===== src/hdl/router_defs.svh =====
`ifndef ROUTER_DEFS_SVH
`define ROUTER_DEFS_SVH

// input ports Local North East West South on the channel.
`define NUM_PORTS 5

// flit word width.
`define FLIT_WIDTH 32

// length field in the low bits of a header word.
`define LEN_WIDTH 12

// entries per input queue (2, 8 and 16 also work).
`define QUEUE_DEPTH 4

`endif


===== src/hdl/routerPkg.sv =====
`include "router_defs.svh"

package routerPkg;

  // flit kind where only a header carries a length.
  typedef enum logic [2:0] {
    flitHeader = 3'b001,
    flitBody   = 3'b010,
    flitTail   = 3'b100
  } flitIdT;

  // source port number from Local 0 through South 4.
  typedef logic [2:0] portIdxT;

  // one-hot arbiter state with idle in bit 0 and the ports in bits 1..5.
  typedef logic [`NUM_PORTS:0] arbStateT;

  localparam arbStateT stateIdle = arbStateT'(1);

  // one flit word that reads as a header or as raw payload.
  typedef union packed {
    struct packed {
      logic [`FLIT_WIDTH-`LEN_WIDTH-5:0] rsvd; // unused.
      logic [3:0]                        dest; // destination node.
      logic [`LEN_WIDTH-1:0]             len;  // flits granted per slice.
    } hdr;
    logic [`FLIT_WIDTH-1:0] raw;
  } flitWordT;

endpackage


===== src/hdl/flitQueue.sv =====
`timescale 1ns/1ps
`include "router_defs.svh"

module flitQueue
  import routerPkg::*;
(
  input  logic     clk,
  input  logic     rst,
  input  logic     wr,
  input  flitIdT   wrFlitId,
  input  flitWordT wrWord,
  input  logic     pop,
  output logic     full,
  output logic     req,
  output flitIdT   headFlitId,
  output flitWordT headWord
);

  localparam int ptrWidth = $clog2(`QUEUE_DEPTH);

  flitIdT   idMem   [`QUEUE_DEPTH];
  flitWordT wordMem [`QUEUE_DEPTH];

  logic [ptrWidth-1:0] wrPtr;
  logic [ptrWidth-1:0] rdPtr;
  logic [ptrWidth:0]   count;
  logic                doWr;
  logic                doPop;

  function automatic logic [ptrWidth-1:0] nextPtr(input logic [ptrWidth-1:0] ptr);
    if (ptr == ptrWidth'(`QUEUE_DEPTH - 1))
      return '0;
    return ptr + 1'b1;
  endfunction

  assign doWr  = wr && !full;  // write into a full queue is lost.
  assign doPop = pop && req;

  always_ff @(posedge clk)
  begin
    if (doWr)
    begin
      idMem[wrPtr]   <= wrFlitId;
      wordMem[wrPtr] <= wrWord;
    end
  end

  always_ff @(posedge clk)
  begin
    if (rst)
    begin
      wrPtr <= '0;
      rdPtr <= '0;
      count <= '0;
    end
    else
    begin
      if (doWr)
        wrPtr <= nextPtr(wrPtr);
      if (doPop)
        rdPtr <= nextPtr(rdPtr);
      if (doWr && !doPop)
        count <= count + 1'b1;
      else if (doPop && !doWr)
        count <= count - 1'b1;
    end
  end

  assign full       = (count == (ptrWidth + 1)'(`QUEUE_DEPTH));
  assign req        = (count != '0);
  assign headFlitId = idMem[rdPtr];   // head seen before the pop.
  assign headWord   = wordMem[rdPtr];

endmodule


===== src/hdl/holdTimer.sv =====
`timescale 1ns/1ps
`include "router_defs.svh"

module holdTimer
  import routerPkg::*;
(
  input  logic     clk,
  input  logic     rst,
  input  flitIdT   headFlitId,
  input  flitWordT headWord,
  input  logic     run,
  output logic     timesUp
);

  logic [`LEN_WIDTH-1:0] budget;
  logic [`LEN_WIDTH-1:0] count;

  always_ff @(posedge clk)
  begin
    if (rst)
    begin
      budget <= '0;
      count  <= '0;
    end
    else
    begin
      if (headFlitId == flitHeader)
        budget <= headWord.hdr.len; // header at the head sets the slice.
      if (run)
        count <= count + 1'b1;      // one pop per running cycle.
      else
        count <= '0;
    end
  end

  // slice is spent once count reaches the budget.
  assign timesUp = (count == budget);

endmodule


===== src/hdl/channelArbiter.sv =====
`timescale 1ns/1ps
`include "router_defs.svh"

module channelArbiter
  import routerPkg::*;
(
  input  logic                  clk,
  input  logic                  rst,
  input  logic [`NUM_PORTS-1:0] req,
  input  logic [`NUM_PORTS-1:0] timesUp,
  output arbStateT              state,
  output logic [`NUM_PORTS-1:0] run
);

  arbStateT nextState;
  portIdxT  curPort;

  function automatic arbStateT portState(input int idx);
    arbStateT s;
    s = '0;
    s[idx + 1] = 1'b1;
    return s;
  endfunction

  // first requester at or after start in cyclic order L N E W S, or idle if none.
  function automatic arbStateT pickNext(input logic [`NUM_PORTS-1:0] reqs, input int start);
    arbStateT pick;
    int       cand;
    pick = stateIdle;
    for (int k = `NUM_PORTS - 1; k >= 0; k--)
    begin
      cand = (start + k) % `NUM_PORTS;
      if (reqs[cand])
        pick = portState(cand); // lowest k wins.
    end
    return pick;
  endfunction

  always_ff @(posedge clk)
  begin
    if (rst)
      state <= stateIdle;
    else
      state <= nextState;
  end

  // port that owns the current state.
  always_comb
  begin
    curPort = '0;
    for (int i = 0; i < `NUM_PORTS; i++)
    begin
      if (state[i + 1])
        curPort = portIdxT'(i);
    end
  end

  always_comb
  begin
    nextState = stateIdle;
    run       = '0;
    if (state == stateIdle)
    begin
      nextState = pickNext(req, 0);
    end
    else if ($onehot(state))
    begin
      if (req[curPort] && !timesUp[curPort])
      begin
        run[curPort] = 1'b1; // pop and count.
        nextState    = state;
      end
      else
      begin
        // search starts after the owner and reaches the owner itself last.
        nextState = pickNext(req, int'(curPort) + 1);
      end
    end
  end

endmodule


===== src/hdl/outputStage.sv =====
`timescale 1ns/1ps
`include "router_defs.svh"

module outputStage
  import routerPkg::*;
(
  input  logic                  clk,
  input  logic                  rst,
  input  logic [`NUM_PORTS-1:0] run,
  input  flitIdT                headFlitId [`NUM_PORTS],
  input  flitWordT              headWord [`NUM_PORTS],
  output logic                  outValid,
  output flitIdT                outFlitId,
  output flitWordT              outData,
  output portIdxT               outPort
);

  portIdxT selPort;
  logic    anyRun;

  // at most one strobe is high.
  always_comb
  begin
    selPort = '0;
    for (int i = 0; i < `NUM_PORTS; i++)
    begin
      if (run[i])
        selPort = portIdxT'(i);
    end
  end

  assign anyRun = |run;

  always_ff @(posedge clk)
  begin
    if (rst)
      outValid <= 1'b0;
    else
      outValid <= anyRun; // one pulse per pop.
  end

  always_ff @(posedge clk)
  begin
    if (anyRun)
    begin
      outPort   <= selPort;
      outFlitId <= headFlitId[selPort];
      outData   <= headWord[selPort];
    end
  end

endmodule


===== src/hdl/routerChannel.sv =====
`timescale 1ns/1ps
`include "router_defs.svh"

module routerChannel
  import routerPkg::*;
(
  input  logic                  clk,
  input  logic                  rst,
  input  logic [`NUM_PORTS-1:0] inWr,
  input  flitIdT                inFlitId [`NUM_PORTS],
  input  flitWordT              inWord [`NUM_PORTS],
  output logic [`NUM_PORTS-1:0] inFull,
  output logic                  outValid,
  output flitIdT                outFlitId,
  output flitWordT              outData,
  output portIdxT               outPort
);

  logic [`NUM_PORTS-1:0] req;
  logic [`NUM_PORTS-1:0] timesUp;
  logic [`NUM_PORTS-1:0] run;     // pop and timer run at once.
  flitIdT                headFlitId [`NUM_PORTS];
  flitWordT              headWord [`NUM_PORTS];

  for (genvar p = 0; p < `NUM_PORTS; p++)
  begin : gPort
    flitQueue uQueue (
      .clk        (clk),
      .rst        (rst),
      .wr         (inWr[p]),
      .wrFlitId   (inFlitId[p]),
      .wrWord     (inWord[p]),
      .pop        (run[p]),
      .full       (inFull[p]),
      .req        (req[p]),
      .headFlitId (headFlitId[p]),
      .headWord   (headWord[p])
    );

    holdTimer uTimer (
      .clk        (clk),
      .rst        (rst),
      .headFlitId (headFlitId[p]),
      .headWord   (headWord[p]),
      .run        (run[p]),
      .timesUp    (timesUp[p])
    );
  end

  channelArbiter uArb (
    .clk     (clk),
    .rst     (rst),
    .req     (req),
    .timesUp (timesUp),
    .state   (),
    .run     (run)
  );

  outputStage uOut (
    .clk        (clk),
    .rst        (rst),
    .run        (run),
    .headFlitId (headFlitId),
    .headWord   (headWord),
    .outValid   (outValid),
    .outFlitId  (outFlitId),
    .outData    (outData),
    .outPort    (outPort)
  );

endmodule


===== config.mk =====
export PLATFORM = sky130hd
export DESIGN_NAME = routerChannel
export DESIGN_NICKNAME = d
export VERILOG_FILES = /design/src/hdl/routerPkg.sv /design/src/hdl/flitQueue.sv /design/src/hdl/holdTimer.sv /design/src/hdl/channelArbiter.sv /design/src/hdl/outputStage.sv /design/src/hdl/routerChannel.sv
export VERILOG_INCLUDE_DIRS = /design/src /design/src/hdl
export SDC_FILE = /design/constraint.sdc
export NUM_CORES = 1
export LEC_CHECK = 0
export CORE_AREA = 2 2 269 271
export DETAILED_ROUTE_END_ITERATION = 10
export DIE_AREA = 0 0 271 273
export DONT_BUFFER_PORTS = 1
export PLACE_DENSITY_LB_ADDON = 0.25
export SLEW_MARGIN = 10
export SYNTH_ARGS = -nofsm -noshare
export SYNTH_HDL_FRONTEND = slang
export SYNTH_SLANG_ARGS = --single-unit

===== constraint.sdc =====
create_clock -name clk -period 6.8 [get_ports clk]
set_input_delay 0.68 -clock clk [delete_from_list [all_inputs] [get_ports clk]]
set_output_delay 0.68 -clock clk [all_outputs]
set_load 0.01 [all_outputs]

==> results by group <==
Outcome
  • Outcome: complete, no violations

Synthesis
  • Commonest cells in the netlist: edfxtp_1 (738), nor2_1 (211), mux4_2 (178)
  • Mapped cell area: 38,870 sq um
  • Post-synthesis sequential area ratio: 65.87%
  • Async set or reset register ratio after synthesis: 0%
  • Area share of the largest cell type after synthesis: 57.01%
  • Ranking of synthesized cells by area: edfxtp_1 (57%), mux4_2 (10%), dfxtp_1 (8.9%), mux2i_1 (3.5%), ha_1 (2.4%)
  • Yosys cell types: 97
  • Mean area per synthesized cell: 15.59 sq um
  • Gate Count Post-Synth: 2,494
  • Post-synth EDFFs: 738
  • Top-count cell post-synth: edfxtp_1
  • Prevailing post-synth register cell: edfxtp_1
  • Yosys warning total: 0
  • Largest area contributor in the netlist: edfxtp_1
  • Synthesized flop and latch total: 910

Worst setup path
  • CP max stage cell: a21oi_1
  • Buf+Inv Stages, Crit Path: 2
  • Required @ worst endpoint: 7.33 ns
  • CP most frequent cell: ha_1
  • Top delay family on crit path: compound AO/OA/AOI/OAI gates
  • CP cell instances: inv_1 -> a21oi_1 -> ha_1 -> xor2_2 -> ha_1 -> inv_1 -> a221oi_1 -> a41oi_1 -> xnor2_1 -> ha_1 -> nor2b_1 -> nand4_1 -> nor4b_1 -> o32ai_1 -> a21oi_1 -> and2_1 -> nand3_1 -> a211oi_1 -> nor4_1 -> a221oi_1
  • Slack of the worst reg-to-reg path: 0.82 ns
  • Arrival @ worst endpoint: 6.52 ns
  • Startpoint Class: flip-flop
  • CP Max Fanout: 11
  • Crit Path Class: reg2reg
  • Worst stage delay on the critical path: 0.67 ns
  • Nature of the critical path endpoint: flip-flop

STA
  • Pins Over Slew Limit: 0
  • # setup viols final: 0
  • Period minus WS final: 5.985 ns
  • Final Hold Viols: 0
  • WHS: 0.1284 ns
  • RSZ-0062 raised after global routing: no
  • Tcrit/Tclk final: 88.01%
  • Worst slew pin tran: 1.181 ns
  • Worst slew margin: 21.24%
  • Setup ws final: 0.8150 ns
  • Setup_tns: 0 ns
  • Fmax achieved: 167.1 MHz
  • Setup Skew: 0.02846 ns

Clock network
  • CTS Root Cell: clkbuf_16
  • Number of H-tree levels: 3
  • Setup bufs post-CTS: 0
  • Hold Buf Count CTS: 0
  • Clk slew on worst S/H paths: 0.07 ns
  • Post-CTS Resized: 0
  • Clock buffer depth: 3
  • Clk_lat worst skew: 0.64 ns
  • Cts bufs inserted: 88
  • CTS tree: done
  • Clock Sinks: 910

Cells and area
  • Share of layout cells above drive strength 1: 16.80%
  • Area delta synth->final: 10.05%
  • Final core occ: 60.25%
  • Ant diodes: 0
  • Final net count: 2,762

Global routing
  • Initial antenna violation count: 0
  • Vias in the first global route: 21,250
  • GRT Total Usage: 23.98%
  • Total grt overflow: 0
  • First-pass GRT wire length: 132.7 mm
  • Largest net degree at the start of global routing: 110

Route
  • DRT Pass-1 Iters: 5
  • Antenna Nets Post-Route: 0
  • WL per Instance: 25.08 um
  • Vias: 20,990
  • Vias per cell: 5.961
  • 1st-iter DRT viols: 1,569
  • Final wirelength: 88.30 mm
  • DR DRC count: 0

Floorplanning
  • Die X-Extent: 271 um
  • Initial core utilization: 54.75%
  • Core area: 71,000 sq um
  • DIE HEIGHT: 273 um
  • Row cnt: 98
  • IO Pins: 226
  • DIE AREA: 73,980 sq um

Placed design
  • Port bufs: 0
  • DP Wirelength: 59.94 mm
  • Placer Congestion: 0.8919
  • Setup Slack @ Placement: 0.9212 ns

Power
  • Pleak: 14.50 nW
  • Pwr per Cell Area: 359.8 nW/um^2
  • Max IR drop VDD: 285.8 uV
  • Total power: 15.39 mW

Worst hold path
  • Worst min path class: in2reg

Job
  • MaxCap Viol Count: 0
routing by layer:
layer	global-route usage (%)	share of wire (%)	vias to the layer above
met3	6.107	6.6	111
met4	7.502	2.5	0
met2	42.85	53	553
met1	28.51	38	10770
li1	-	-	9558
met5	0	0	-
flip-flops by register name (all words and copies together), names as in the netlist, 3 cells and up, named ones only:
| register | count |
|---|---|
| gPort.uTimer.count | 60 |
| gPort.uTimer.budget | 60 |
| uArb.state | 6 |
| uOut.outData | 32 |
| uOut.outFlitId | 3 |
| gPort.uQueue.wordMem | 640 |
| gPort.uQueue.count | 15 |
| uOut.outPort | 3 |
| gPort.uQueue.idMem | 60 |
| gPort.uQueue.wrPtr | 10 |
| gPort.uQueue.rdPtr | 10 |
final timing paths:
kind,startpoint,cells past startpoint,end
worst max-delay path,uArb.state[4],20,uArb.state[4]
worst min register to register,gPort[3].uTimer.count[0],1,gPort[3].uTimer.count[0]
worst min-delay path,inWord[29],0,gPort[4].uQueue.wordMem[1][29]
worst max register to register,uArb.state[4],20,uArb.state[4]
layout by cell type, fill, tap and decap left out, types with 33 or more instances in the layout:
cell	count
nor3_1	33
a21oi_1	36
inv_1	69
o21ai_0	77
dfxtp_1	166
nor2_1	211
buf_4	36
mux2i_1	137
nand3_1	48
xor2_1	85
mux4_2	178
ha_1	74
xnor2_1	47
edfxtp_1	738
nand2_1	119
clkbuf_16	89
power breakdown:
| group | internal [mW] | switching, mW |
|---|---|---|
| clock | 2.82 | 2.03 |
| combinational | 1.33 | 2.17 |
| sequential | 6.73 | 0.313 |
| total | 10.9 | 4.51 |
area by class of cell:
| class | count | area, sq um |
|---|---|---|
| tap | 950 | 1189 |
| timing repair buffer | 36 | 270.3 |
| inverter | 73 | 274.0 |
| sequential | 910 | 25610 |
| clock inverter | 47 | 530.5 |
| fill | 5204 | 28220 |
| multi-input combinational | 1390 | 12560 |
| clock buffer | 115 | 2345 |
worst reg2reg max path: cells and delay by family, from the launching register on:
kind,cells,cell delay (ns)
XOR/XNOR,2,0.81
flip-flops,1,0.48
AO/OA/AOI/OAI,7,2.17
buffers and inverters,2,0.33
adder cells (fa/ha/maj),3,1.13
AND/OR/NAND/NOR,6,0.99
stage by stage:
| stage | cell area (sq um) | cells |
|---|---|---|
| floorplan | 38890 | 2498 |
| global placement | 39900 | 3359 |
| detailed placement | 39900 | 3359 |
| CTS | 42780 | 3521 |
| global route | 42780 | 3521 |
| finish | 42780 | 3521 |
logic make-up (layout without fill, tap and decap cells):
logic type	Yosys count	in the layout	share of synthesized area (%)
flip-flops	910	910	65.87
AND/OR/NAND/NOR	575	575	7.046
multiplexers	343	343	14.66
AO/OA/AOI/OAI	250	250	4.506
buffers and inverters	198	271	2.057
XOR/XNOR	135	135	3.100
adder cells (fa/ha/maj)	81	81	2.742
other	2	6	0.01932
Note: power is estimated with default switching activity, not from simulation.
